**config.mk**
```make
export PLATFORM = sky130hd
export DESIGN_NAME = ifu_ifetch
export DESIGN_NICKNAME = d
export VERILOG_FILES = /design/src/logic/ifu_pkg.sv /design/src/logic/ifu_fetch_ctrl.sv /design/src/logic/ifu_ifetch.sv /design/src/logic/ifu_ir_stage.sv /design/src/logic/ifu_minidec.sv /design/src/logic/ifu_pc_gen.sv
export VERILOG_INCLUDE_DIRS = /design/src /design/src/logic
export SDC_FILE = /design/constraint.sdc
export NUM_CORES = 1
export LEC_CHECK = 0
export BUFFER_PORTS_ARGS = -buffer_cell sky130_fd_sc_hd__buf_2
export CORE_ASPECT_RATIO = 0.75
export CORE_MARGIN = 4
export CORE_UTILIZATION = 33
export DETAILED_ROUTE_END_ITERATION = 10
export GPL_ROUTABILITY_DRIVEN = 0
export PLACE_DENSITY = 0.68
export SYNTH_ARGS = -nofsm -noshare
export SYNTH_HDL_FRONTEND = slang
export SYNTH_SLANG_ARGS = --single-unit
```
**constraint.sdc**
```tcl
create_clock -name clk -period 15.9 [get_ports clk]
set_input_delay 3.18 -clock clk [delete_from_list [all_inputs] [get_ports clk]]
set_output_delay 3.18 -clock clk [all_outputs]
set_load 0.03 [all_outputs]
```
**src/logic/ifu_consts.svh**
```systemverilog
/*
  Fetch stage constants. RV32 with the C extension only, so PC and word are 32 bits
  Only the encodings the static predictor needs are listed here
*/
`ifndef IFU_CONSTS_SVH
`define IFU_CONSTS_SVH

// Datapath widths
`define IFU_PC_W        32
`define IFU_INSTR_W     32

// RV32 major opcodes
`define IFU_OPC_JAL     7'b1101111
`define IFU_OPC_BRANCH  7'b1100011

// Compressed quadrant 01 and its funct3 codes
`define IFU_C_Q1        2'b01
`define IFU_C_F3_J      3'b101
`define IFU_C_F3_JAL    3'b001
`define IFU_C_F3_BEQZ   3'b110
`define IFU_C_F3_BNEZ   3'b111

// Sequential PC steps
`define IFU_STEP_32     32'd4
`define IFU_STEP_16     32'd2

`endif

```
**src/logic/ifu_pkg.sv**
```systemverilog
/*
  Types shared by the fetch stage. The instruction word is one 32-bit union,
  read as RV32 fields or as an RVC halfword with an unused upper half
*/
`include "ifu_consts.svh"

package ifu_pkg;

  // Fetch address
  typedef logic [`IFU_PC_W-1:0] pc_t;

  // Full-length encoding, R-type field split
  typedef struct packed {
    logic [6:0] funct7;
    logic [4:0] rs2;
    logic [4:0] rs1;
    logic [2:0] funct3;
    logic [4:0] rd;
    logic [6:0] opcode;
  } rv32_fields_t;

  // Compressed encoding in the low halfword
  // imm_h is bits 12:10, rs1p bits 9:7, imm_l bits 6:2
  typedef struct packed {
    logic [15:0] upper;
    logic [2:0]  funct3;
    logic [2:0]  imm_h;
    logic [2:0]  rs1p;
    logic [4:0]  imm_l;
    logic [1:0]  quadrant;
  } rvc_fields_t;

  // One fetched word, two decodings
  typedef union packed {
    rv32_fields_t rv32;
    rvc_fields_t  rvc;
  } instr_u;

endpackage

```
**src/logic/ifu_fetch_ctrl.sv**
```systemverilog
/*
  Request and response control. At most one fetch is outstanding; a new one
  is issued in the same cycle the previous response is taken
*/
`timescale 1ns/100ps

module ifu_fetch_ctrl (
  input  logic clk,
  input  logic reset,
  input  logic req_ready,
  input  logic rsp_valid,
  input  logic halt_req,
  input  logic boot_req,
  input  logic flush_real,
  input  logic ir_in_ready,
  output logic req_valid,
  output logic req_fire,
  output logic rsp_ready,
  output logic ir_load,
  output logic halt_ack
);

  logic out_flag_r;
  logic rsp_fire;
  logic no_outs;
  logic new_req;
  logic halt_ack_r;

  assign rsp_fire = rsp_valid & rsp_ready;
  assign req_fire = req_valid & req_ready;

  // Port is free when idle, or the pending response is already back
  assign no_outs = ~out_flag_r | rsp_valid;

  ////////////////////////////////////////////////////////////
  // Request and response handshakes
  ////////////////////////////////////////////////////////////

  // Sequential fetch rides on the response that feeds the IR
  assign new_req = rsp_valid & ir_in_ready & ~halt_req;

  // Redirects ignore halt and IR state
  assign req_valid = (boot_req | flush_real | new_req) & no_outs;

  // Stale responses are drained under flush; otherwise take the
  // response only when its follow-on request can go out too
  assign rsp_ready = flush_real | (ir_in_ready & ~halt_req & req_ready);

  // Response to the IR unless it belongs to a flushed stream
  assign ir_load = rsp_fire & ~flush_real;

  // Outstanding flag, set wins over clear
  always_ff @(posedge clk) begin
    if (reset) begin
      out_flag_r <= 1'b0;
    end else if (req_fire) begin
      out_flag_r <= 1'b1;
    end else if (rsp_fire) begin
      out_flag_r <= 1'b0;
    end
  end

  ////////////////////////////////////////////////////////////
  // Halt acknowledge
  ////////////////////////////////////////////////////////////

  // A waiting response counts as done, it is not consumed while halted
  always_ff @(posedge clk) begin
    if (reset) begin
      halt_ack_r <= 1'b0;
    end else if (halt_req & ~halt_ack_r & no_outs) begin
      halt_ack_r <= 1'b1;
    end else if (halt_ack_r & ~halt_req) begin
      halt_ack_r <= 1'b0;
    end
  end

  assign halt_ack = halt_ack_r;

endmodule

```
**src/logic/ifu_ifetch.sv**
```systemverilog
/*
  Fetch stage top. Flush is accepted every cycle, so there is no ack;
  misaligned fetch cannot occur with RVC and has no port
*/
`timescale 1ns/100ps

module ifu_ifetch
  import ifu_pkg::*;
(
  input  logic   clk,
  input  logic   reset,
  input  pc_t    pc_rtvec,
  output pc_t    inspect_pc,
  // Fetch request
  output logic   req_valid,
  input  logic   req_ready,
  output pc_t    req_pc,
  output logic   req_seq,
  // Fetch response
  input  logic   rsp_valid,
  output logic   rsp_ready,
  input  logic   rsp_err,
  input  instr_u rsp_instr,
  // IR to execute
  output logic   ir_valid,
  input  logic   ir_ready,
  output instr_u ir_instr,
  output pc_t    ir_pc,
  output logic   ir_buserr,
  output logic   ir_prdt_taken,
  // Pipeline flush and halt
  input  logic   flush_req,
  input  pc_t    flush_add_op1,
  input  pc_t    flush_add_op2,
  input  logic   halt_req,
  output logic   halt_ack
);

  logic dec_rv32;
  logic dec_jal;
  logic dec_bxx;
  pc_t  dec_bjp_imm;
  logic boot_req;
  logic flush_real;
  logic prdt_taken;
  logic req_fire;
  logic ir_load;
  logic ir_in_ready;

  // Pre-decode of the word on the response channel
  ifu_minidec u_minidec (
    .instr   (rsp_instr),
    .rv32    (dec_rv32),
    .jal     (dec_jal),
    .bxx     (dec_bxx),
    .bjp_imm (dec_bjp_imm)
  );

  ifu_pc_gen u_pc_gen (
    .clk           (clk),
    .reset         (reset),
    .pc_rtvec      (pc_rtvec),
    .flush_req     (flush_req),
    .flush_add_op1 (flush_add_op1),
    .flush_add_op2 (flush_add_op2),
    .req_fire      (req_fire),
    .rv32          (dec_rv32),
    .jal           (dec_jal),
    .bxx           (dec_bxx),
    .bjp_imm       (dec_bjp_imm),
    .pc            (inspect_pc),
    .req_pc        (req_pc),
    .req_seq       (req_seq),
    .boot_req      (boot_req),
    .flush_real    (flush_real),
    .prdt_taken    (prdt_taken)
  );

  ifu_fetch_ctrl u_fetch_ctrl (
    .clk         (clk),
    .reset       (reset),
    .req_ready   (req_ready),
    .rsp_valid   (rsp_valid),
    .halt_req    (halt_req),
    .boot_req    (boot_req),
    .flush_real  (flush_real),
    .ir_in_ready (ir_in_ready),
    .req_valid   (req_valid),
    .req_fire    (req_fire),
    .rsp_ready   (rsp_ready),
    .ir_load     (ir_load),
    .halt_ack    (halt_ack)
  );

  // PC for the IR comes from the PC register, not the request
  ifu_ir_stage u_ir_stage (
    .clk           (clk),
    .reset         (reset),
    .ir_load       (ir_load),
    .flush_req     (flush_req),
    .rv32          (dec_rv32),
    .rsp_err       (rsp_err),
    .prdt_taken    (prdt_taken),
    .rsp_instr     (rsp_instr),
    .pc            (inspect_pc),
    .ir_ready      (ir_ready),
    .ir_valid      (ir_valid),
    .ir_instr      (ir_instr),
    .ir_pc         (ir_pc),
    .ir_buserr     (ir_buserr),
    .ir_prdt_taken (ir_prdt_taken),
    .ir_in_ready   (ir_in_ready)
  );

endmodule

```
**src/logic/ifu_ir_stage.sv**
```systemverilog
/*
  Instruction register toward execute. For compressed code the upper
  halfword is not reloaded and shows the last full-length instruction
*/
`timescale 1ns/100ps

module ifu_ir_stage
  import ifu_pkg::*;
(
  input  logic   clk,
  input  logic   reset,
  input  logic   ir_load,
  input  logic   flush_req,
  input  logic   rv32,
  input  logic   rsp_err,
  input  logic   prdt_taken,
  input  instr_u rsp_instr,
  input  pc_t    pc,
  input  logic   ir_ready,
  output logic   ir_valid,
  output instr_u ir_instr,
  output pc_t    ir_pc,
  output logic   ir_buserr,
  output logic   ir_prdt_taken,
  output logic   ir_in_ready
);

  logic        ir_valid_r;
  logic        ir_valid_clr;
  logic [15:0] ir_hi_r;
  logic [15:0] ir_lo_r;
  pc_t         ir_pc_r;
  logic        ir_err_r;
  logic        ir_prdt_r;

  // Taken by execute, or killed by a flush
  assign ir_valid_clr = (ir_valid_r & ir_ready) | (flush_req & ir_valid_r);

  // Empty, or emptying this cycle
  assign ir_in_ready = ~ir_valid_r | ir_valid_clr;

  ////////////////////////////////////////////////////////////
  // Valid flag
  ////////////////////////////////////////////////////////////

  // Load and flush never coincide, load still wins
  always_ff @(posedge clk) begin
    if (reset) begin
      ir_valid_r <= 1'b0;
    end else if (ir_load) begin
      ir_valid_r <= 1'b1;
    end else if (ir_valid_clr) begin
      ir_valid_r <= 1'b0;
    end
  end

  ////////////////////////////////////////////////////////////
  // Payload
  ////////////////////////////////////////////////////////////

  always_ff @(posedge clk) begin
    if (ir_load) begin
      ir_lo_r   <= rsp_instr[15:0];
      // PC register still points at the word being returned
      ir_pc_r   <= pc;
      ir_err_r  <= rsp_err;
      ir_prdt_r <= prdt_taken;
    end
  end

  // Upper half toggles only for 32-bit code
  always_ff @(posedge clk) begin
    if (ir_load & rv32) begin
      ir_hi_r <= rsp_instr.rvc.upper;
    end
  end

  assign ir_valid      = ir_valid_r;
  assign ir_instr      = {ir_hi_r, ir_lo_r};
  assign ir_pc         = ir_pc_r;
  assign ir_buserr     = ir_err_r;
  assign ir_prdt_taken = ir_prdt_r;

endmodule

```
**src/logic/ifu_minidec.sv**
```systemverilog
/*
  Combinational pre-decode of the fetch response. Only length, direct jumps
  and conditional branches are recognized; JALR and C.JR count as plain code
*/
`timescale 1ns/100ps
`include "ifu_consts.svh"

module ifu_minidec
  import ifu_pkg::*;
(
  input  instr_u instr,
  output logic   rv32,
  output logic   jal,
  output logic   bxx,
  output pc_t    bjp_imm
);

  logic c_q1;
  logic jal_32;
  logic bxx_32;
  logic jal_16;
  logic bxx_16;
  pc_t  j_imm;
  pc_t  b_imm;
  pc_t  cj_imm;
  pc_t  cb_imm;

  // Quadrant 11 marks a full-length instruction
  assign rv32 = (instr.rvc.quadrant == 2'b11);
  assign c_q1 = (instr.rvc.quadrant == `IFU_C_Q1);

  ////////////////////////////////////////////////////////////
  // Class decode
  ////////////////////////////////////////////////////////////

  assign jal_32 = (instr.rv32.opcode == `IFU_OPC_JAL);
  assign bxx_32 = (instr.rv32.opcode == `IFU_OPC_BRANCH);

  // C.J and C.JAL share the CJ format
  assign jal_16 = c_q1 & ((instr.rvc.funct3 == `IFU_C_F3_J) |
                          (instr.rvc.funct3 == `IFU_C_F3_JAL));
  // Zero-test branches share the CB format
  assign bxx_16 = c_q1 & ((instr.rvc.funct3 == `IFU_C_F3_BEQZ) |
                          (instr.rvc.funct3 == `IFU_C_F3_BNEZ));

  assign jal = rv32 ? jal_32 : jal_16;
  assign bxx = rv32 ? bxx_32 : bxx_16;

  ////////////////////////////////////////////////////////////
  // Immediates, all sign-extended with bit 0 zero
  ////////////////////////////////////////////////////////////

  // J-type: imm[20|10:1|11|19:12] sits in bits 31:12
  assign j_imm = {{12{instr.rv32.funct7[6]}}, instr.rv32.rs1, instr.rv32.funct3,
                  instr.rv32.rs2[0], instr.rv32.funct7[5:0], instr.rv32.rs2[4:1],
                  1'b0};

  // B-type: imm[12|10:5] in funct7, imm[4:1|11] in rd
  assign b_imm = {{20{instr.rv32.funct7[6]}}, instr.rv32.rd[0],
                  instr.rv32.funct7[5:0], instr.rv32.rd[4:1], 1'b0};

  // CJ: offset[11|4|9:8|10|6|7|3:1|5] in bits 12:2
  assign cj_imm = {{21{instr.rvc.imm_h[2]}}, instr.rvc.rs1p[1], instr.rvc.imm_h[0],
                   instr.rvc.rs1p[2], instr.rvc.imm_l[4], instr.rvc.rs1p[0],
                   instr.rvc.imm_l[0], instr.rvc.imm_h[1], instr.rvc.imm_l[3:1],
                   1'b0};

  // CB: offset[8|4:3] in bits 12:10, offset[7:6|2:1|5] in bits 6:2
  assign cb_imm = {{24{instr.rvc.imm_h[2]}}, instr.rvc.imm_l[4:3], instr.rvc.imm_l[0],
                   instr.rvc.imm_h[1:0], instr.rvc.imm_l[2:1], 1'b0};

  // Pick the format matching length and class
  always_comb begin
    if (rv32) begin
      bjp_imm = jal_32 ? j_imm : b_imm;
    end else begin
      bjp_imm = jal_16 ? cj_imm : cb_imm;
    end
  end

endmodule

```
**src/logic/ifu_pc_gen.sv**
```systemverilog
/*
  Next fetch address and PC register. A flush is always taken; if the request
  port is busy it is remembered and replayed from the PC register
*/
`timescale 1ns/100ps
`include "ifu_consts.svh"

module ifu_pc_gen
  import ifu_pkg::*;
(
  input  logic clk,
  input  logic reset,
  input  pc_t  pc_rtvec,
  input  logic flush_req,
  input  pc_t  flush_add_op1,
  input  pc_t  flush_add_op2,
  input  logic req_fire,
  input  logic rv32,
  input  logic jal,
  input  logic bxx,
  input  pc_t  bjp_imm,
  output pc_t  pc,
  output pc_t  req_pc,
  output logic req_seq,
  output logic boot_req,
  output logic flush_real,
  output logic prdt_taken
);

  logic reset_flag_r;
  logic boot_req_r;
  logic dly_flush_r;
  pc_t  pc_r;
  pc_t  add_op1;
  pc_t  add_op2;
  pc_t  pc_sum;
  pc_t  pc_nxt;

  ////////////////////////////////////////////////////////////
  // Boot request
  ////////////////////////////////////////////////////////////

  // Flag is high during reset and for one cycle after it
  always_ff @(posedge clk) begin
    if (reset) begin
      reset_flag_r <= 1'b1;
    end else begin
      reset_flag_r <= 1'b0;
    end
  end

  // Raised from the reset flag, held until its request handshakes
  always_ff @(posedge clk) begin
    if (reset) begin
      boot_req_r <= 1'b0;
    end else if (reset_flag_r & ~boot_req_r) begin
      boot_req_r <= 1'b1;
    end else if (boot_req_r & req_fire) begin
      boot_req_r <= 1'b0;
    end
  end

  assign boot_req = boot_req_r;

  ////////////////////////////////////////////////////////////
  // Delayed flush
  ////////////////////////////////////////////////////////////

  // Flush with no request handshake this cycle must be replayed
  always_ff @(posedge clk) begin
    if (reset) begin
      dly_flush_r <= 1'b0;
    end else if (flush_req & ~req_fire) begin
      dly_flush_r <= 1'b1;
    end else if (req_fire) begin
      dly_flush_r <= 1'b0;
    end
  end

  assign flush_real = flush_req | dly_flush_r;

  ////////////////////////////////////////////////////////////
  // Prediction and next PC
  ////////////////////////////////////////////////////////////

  // Jumps always, branches only when backward
  assign prdt_taken = jal | (bxx & bjp_imm[`IFU_PC_W-1]);

  // One shared adder, operands picked by priority
  always_comb begin
    if (flush_req) begin
      add_op1 = flush_add_op1;
      add_op2 = flush_add_op2;
    end else if (dly_flush_r) begin
      // PC register already holds the flush target
      add_op1 = pc_r;
      add_op2 = '0;
    end else if (prdt_taken) begin
      add_op1 = pc_r;
      add_op2 = bjp_imm;
    end else if (boot_req_r) begin
      add_op1 = pc_rtvec;
      add_op2 = '0;
    end else begin
      add_op1 = pc_r;
      add_op2 = rv32 ? `IFU_STEP_32 : `IFU_STEP_16;
    end
  end

  assign pc_sum = add_op1 + add_op2;
  // Halfword alignment, always
  assign pc_nxt = {pc_sum[`IFU_PC_W-1:1], 1'b0};

  // Only the plain step counts as sequential
  assign req_seq = ~flush_real & ~prdt_taken & ~boot_req_r;

  // PC follows the request, or jumps straight to a flush target
  always_ff @(posedge clk) begin
    if (reset) begin
      pc_r <= '0;
    end else if (req_fire | flush_req) begin
      pc_r <= pc_nxt;
    end
  end

  assign pc     = pc_r;
  assign req_pc = pc_nxt;

endmodule

```
# [Word level (Yosys, flattened, before mapping)]
# Cells that the tools add are included.
[totals] register_bits=102 input_bits=136 out_inout_bits=135 elab_cells=92
[op_classes] n_addsub=1 n_eq_ne=8 muxes=25 n_bitwise=41 reduce_logical=5
[ops] operator="$mux W32" count=9
[ops] operator="$add A32 B32 Y32" count=1
[ops] operator="$and A1 B1 Y1" count=22
[ops] operator="$mux W20" count=1
[ops] operator="$eq A7 B7 Y1 const B" count=2
[ops] operator="$mux W1" count=13
[ops] operator="$mux W11" count=1
[ops] operator="$or A1 B1 Y1" count=11
[ops] operator="$reduce_bool A2 Y1" count=5
[ops] operator="$eq A3 B3 Y1 const B" count=3
[ops] operator="$not A1 Y1" count=8
[ops] operator="$eq A3 B1 Y1 const B" count=1
[ops] operator="$mux W3" count=1
[ops] operator="$eq A2 B1 Y1 const B" count=1
[ops] operator="$eq A2 B2 Y1 const B" count=1

# [Logic depth before layout (Yosys ltp)]
[logic_depth] word_depth=11 ltp_mapped=16 mapped_depth_nobuf=16

# [Cells and area by module]
# From an unflattened synthesis, not the netlist that was laid out.
[hier_totals] cells_unflattened=712 area_unflattened_um2=6578.8
[by_module_without_submodules] module="ifu_pc_gen" n_inst=1 cells_per_inst=533 area_per_inst_um2=3883.7 seq_area_each_um2=680.7
[by_module_without_submodules] module="ifu_ir_stage" n_inst=1 cells_per_inst=71 area_per_inst_um2=2029.4 seq_area_each_um2=2001.9
[by_module_without_submodules] module="ifu_minidec" n_inst=1 cells_per_inst=90 area_per_inst_um2=508.0 seq_area_each_um2=0.0
[by_module_without_submodules] module="ifu_fetch_ctrl" n_inst=1 cells_per_inst=18 area_per_inst_um2=157.7 seq_area_each_um2=40.0

# [Worst setup path after synthesis]
# No wires, ideal clock.
[synth_timing] kind="input port to output port" start="input rsp_instr[2] in the netlist's numbering" end="output req_pc[30]" arrival_ns=6.784 required_time_ns=12.720 path_slack_ns=5.936 path_stages=15 n_path_buf=1 path_cell_list="or3b_1 > a211o_1 > nand4b_1 > buf_2 > mux2i_1 > o21ai_0 > ha_1 > nand2_1 > or4_1 > a21o_1 > a31oi_4 > a31oi_4 > a21oi_1 > nand2b_1 > xor2_1"
[synth_via] elab_chain_len=8 word_cells_on_any_way=16 cone_classes="1 x add/sub; 2 x eq/ne; 11 x mux; 2 x bitwise"
[synth_lines] item="start, declared" line_no="ifu_ifetch.sv:23" rtl="input instr_u rsp_instr,"
[synth_lines] item="$eq A7 B7 Y1 (no line)"
[synth_lines] item="$mux W1" line_no="ifu_minidec.sv:47" rtl="assign bxx = rv32 ? bxx_32 : bxx_16;"
[synth_lines] item="$and A1 B1 Y1" line_no="ifu_pc_gen.sv:87" rtl="assign prdt_taken = jal | (bxx & bjp_imm[`IFU_PC_W-1]);"
[synth_lines] item="$or A1 B1 Y1" line_no="ifu_pc_gen.sv:87"
[synth_lines] item="$mux W32" line_no="ifu_pc_gen.sv:98" rtl="end else if (prdt_taken) begin"
[synth_lines] item="$mux W32" line_no="ifu_pc_gen.sv:94" rtl="end else if (dly_flush_r) begin"
[synth_lines] item="$mux W32" line_no="ifu_pc_gen.sv:91" rtl="if (flush_req) begin"
[synth_lines] item="$add A32 B32 Y32 *" line_no="ifu_pc_gen.sv:110" rtl="assign pc_sum = add_op1 + add_op2;"
[synth_lines] item="end, declared" line_no="ifu_ifetch.sv:17" rtl="output pc_t req_pc,"
# Mark *: on every way between the ends. The rest lies on a longest branch, timed or not.

# [Worst setup path in the final report]
# Same ends and word-level chain as after synthesis.

==> flow_summary.ini <==
[finish]
multi_input_comb_area_mm2 = 0.00358
diode_count = 0
num-fill-cells = 1980
final_net_count = 1117
final_cell_count_no_fill = 1208
post_route_cells_drive_above_1_share_pct = 32.5
sequential_cell_area_mm2 = 0.00269
flow.area_growth_from_synthesis_pct = 28.1

[cts]
cts_post_setup_buffers_inserted = 0
clock_tree.root_cell = clkbuf_16
clk_pin_slew_worst_paths_ns = 0.08
cts_inserted_buffers = 9
clock-sinks = 102
h-tree-depth = 3
insertion_delay_to_the_later_sink_of_the_worst_skew_pair_ns = 0.36
clockBufferDepth = 2
cts_hold_buffers = 0
post_cts_resized = 0
tritoncts = done

[global_route]
grt_pass1_vias = 5868
globalRouteOverflowTotal = 0
antenna_found_initial = 2
grt_max_degree = 65
grt_first_pass_wirelength_um = 33300
grt_util_all_layers_pct = 19.6

[detailed_routing]
finalWirelength_um = 22800
num_vias = 6310
drt-initial-drc-count = 451
detail_route.vias_per_cell = 5.22
postRouteAntennaNets = 0
detail_route.wl_per_cell_um = 18.9
drcViolationCount = 0
drt_pre_antenna_iters = 6

[setup_path]
critical_path.slowest_cell = nand4b_1
cp.arrival_ns = 8.20
r2r.worst_path.cells = 13
cp.buffers_inverters = 3
worstReg2RegEnd = u_pc_gen.pc[30]
worst_ep_required_time_ns = 12.72
worst-r2r-setup-slack_ns = 10.60
start_kind = input port
critical_path.endpoint = req_pc[30]
worst_setup_path_end_kind = primary output
crit-reg2reg-launch = u_pc_gen.boot_req
critical_path_peak_fanout = 18
worst_setup_path_startpoint = rsp_instr[2]
path_class = input port to primary output
worst_path_dominant_cell_family = simple AND/OR/NAND/NOR gates
timing.critical_path.cells = buf_2, or3b_1, a211o_1, nand4b_1, buf_4, mux2i_1, o21ai_0, ha_1, nand2_1, or4_1, a21o_1, a31oi_4, a31oi_4, a21oi_1, nand2b_1, xor2_1, buf_2
cpPeakStageDelay_ns = 0.78
path_depth = 17

[sta]
setup_tns_ns = 0
drv_slew = 0
final_worst_path_setup_slack_ns = 4.52
hold_violations = 0
setup_viol = 0
final.period_utilization_pct = 71.6
slew_headroom_pct = 22.0
period_needed_ns = 11.38
fin_worst_skew_ns = 0.00927
clock.fmax_ghz = 0.0879
rsz0062_at_grt = no
worst_pin_slew_ns = 1.16

[yosys]
yosysTopAreaCellShare_pct = 30.0
synth-adder-area-share_pct = 6.08
yosys_warnings = 0
dominant_combinational_cell_family_by_area_after_synthesis = compound AO/OA/AOI/OAI gates
number_of_synthesized_flops_with_an_enable_pin = 65
synth-compound-area-share_pct = 21.3
synth_area_mm2 = 0.00650
simple_gate_share_of_the_synthesized_area_pct = 17.4
post_synth_inst_count = 704
synth_mux_area_share_pct = 6.18
prevailing_post_synth_register_cell = edfxtp_1
synth-seq-area-share_pct = 41.4
average_cell_area_after_synthesis_um2 = 9.24
yosys.area.top_type = edfxtp_1
ys_types = 77
synth-seq-cells = 102
synthArstFlopShare_pct = 0
synth.top_cells.by_area = edfxtp_1 30%, dfxtp_1 11%, nand2_1 6.3%
post_synth_xor_area_fraction_pct = 3.87

[die]
rows = 44
die_height_um = 130
dieWidth_um = 170
io_pins = 271
design.core.area_mm2 = 0.0194
area_enclosed_by_the_die_boundary_mm2 = 0.0220
effective_utilization_at_floorplan_pct = 33.6

[place]
hpwlAfterDp_um = 17800
dpl_worst_slack_ns = 4.48
dpl.cell_count = 1192
io_buffer_count = 266

[pwr]
vdd_drop_max_v = 0.0000542
power_per_cell_area_mw_per_mm2 = 107
p_leak_uw = 0.00398

[status]
outcome = finished clean

[run]
max_capacitance_violation_total = 0

[hold_path]
type_of_the_most_critical_hold_path = flop to flop
==> metrics by stage <==
step	area (um^2)	power, uW	hold WS [ns]	utilization, %
global placement	8020	660	0.445	41.4
global route	8330	937	0.503	43.0
finish	8330	888	0.465	43.0
detailed placement	8020	664	0.458	41.4
CTS	8330	898	0.469	43.0
floorplan	6510	559	0.437	-
==> how the worst min path moves through the flow <==
stage / from / to / slack, ns / cells past startpoint
after floorplan: u_fetch_ctrl.out_flag_r / u_fetch_ctrl.out_flag_r / 0.44 / 2
after global routing: u_pc_gen.pc[21] / u_ir_stage.ir_pc[21] / 0.50 / 0
after global placement: u_fetch_ctrl.out_flag_r / u_fetch_ctrl.out_flag_r / 0.45 / 2
final: u_fetch_ctrl.out_flag_r / u_fetch_ctrl.out_flag_r / 0.47 / 2
after CTS: u_fetch_ctrl.out_flag_r / u_fetch_ctrl.out_flag_r / 0.47 / 2
after detailed placement: u_fetch_ctrl.out_flag_r / u_fetch_ctrl.out_flag_r / 0.46 / 2
==> Yosys cell counts (3+ instances only) <==
master    instances
nand3_1          18
mux2i_1          39
xor2_1           10
edfxtp_1         65
nor3b_1           5
or3_1             7
o211ai_1          3
nand2_1         109
buf_2             6
ha_1             30
a211o_1           3
nor2_1           31
o21ai_1           4
o21ai_0          62
o21a_1            5
and3_1            7
and2_1            5
nand4_1           8
nor3_1           17
nor2b_1           5
clkbuf_1         26
o211a_1           3
xnor2_1          15
inv_1             8
dfxtp_1          37
a21o_1           28
a211oi_1          3
o41ai_1           3
buf_4             4
a21oi_1          67
nand2b_1         10
==> final cells by class <==
cell class | instances | area share (%)
Clock buffer | 9 | 2.70
Clock inverter | 7 | 1.07
Inverter | 8 | 0.360
Multi-Input combinational cell | 555 | 43.0
Sequential cell | 102 | 32.3
Tap cell | 253 | 3.80
Timing Repair Buffer | 274 | 16.7
==> worst register-to-register path: cells and delay by family, from the launching register on <==
kind,cells,cell delay [ns]
and+or+nand+nor,3,1.63
adders and majority gates,1,0.46
DFF,1,0.54
buffers and inverters,1,0.62
muxes,2,0.54
AOI/OAI and AO/OA,6,1.42
==> state kept, by name, indices dropped and copies added, names as in the netlist <==
register and flops:
u_pc_gen.pc 31, u_pc_gen.reset_flag_r 1, u_ir_stage.ir_buserr 1, u_fetch_ctrl.out_flag_r 1, u_ir_stage.ir_hi_r 16, u_pc_gen.boot_req 1, u_ir_stage.ir_valid 1, u_pc_gen.dly_flush_r 1
u_ir_stage.ir_lo_r 16, u_ir_stage.ir_prdt_taken 1, u_fetch_ctrl.halt_ack 1, u_ir_stage.ir_pc 31
==> logic make-up after synthesis <==
family,count (synthesis)
other cells,1
simple gates,239
xor+xnor,27
flops,102
mux,40
compound gates,215
fa+ha+maj,31
buf+inv,49
==> power breakdown <==
group | total [uW] | switching, uW | leakage (uW) | internal, uW
Clock | 231 | 118 | 0.000152 | 114
Combinational | 336 | 225 | 0.00292 | 112
Sequential | 321 | 15.4 | 0.000904 | 305
Total | 888 | 358 | 0.00398 | 530
==> per-layer routing <==
layer  up-vias  track usage [%]  wire length (um)
met5         -                0                24
met2       271             31.3             10100
met4         4             4.88               405
met1      2933             26.9             10100
li1       3077                -                 -
met3        25             4.97              2140
==> placed cells by master (no fill, tap or decap), types with 9 or more instances in the layout <==
| master | count |
|---|---|
| clkbuf_16 | 9 |
| mux2i_1 | 39 |
| a21oi_1 | 67 |
| nand3_1 | 18 |
| nor3_1 | 17 |
| xor2_1 | 10 |
| buf_4 | 9 |
| dfxtp_1 | 37 |
| a21o_1 | 28 |
| nor2_1 | 31 |
| buf_2 | 265 |
| o21ai_0 | 62 |
| nand2b_1 | 10 |
| ha_1 | 30 |
| xnor2_1 | 15 |
| nand2_1 | 109 |
| edfxtp_1 | 65 |
(Power assumes the default switching activity.)
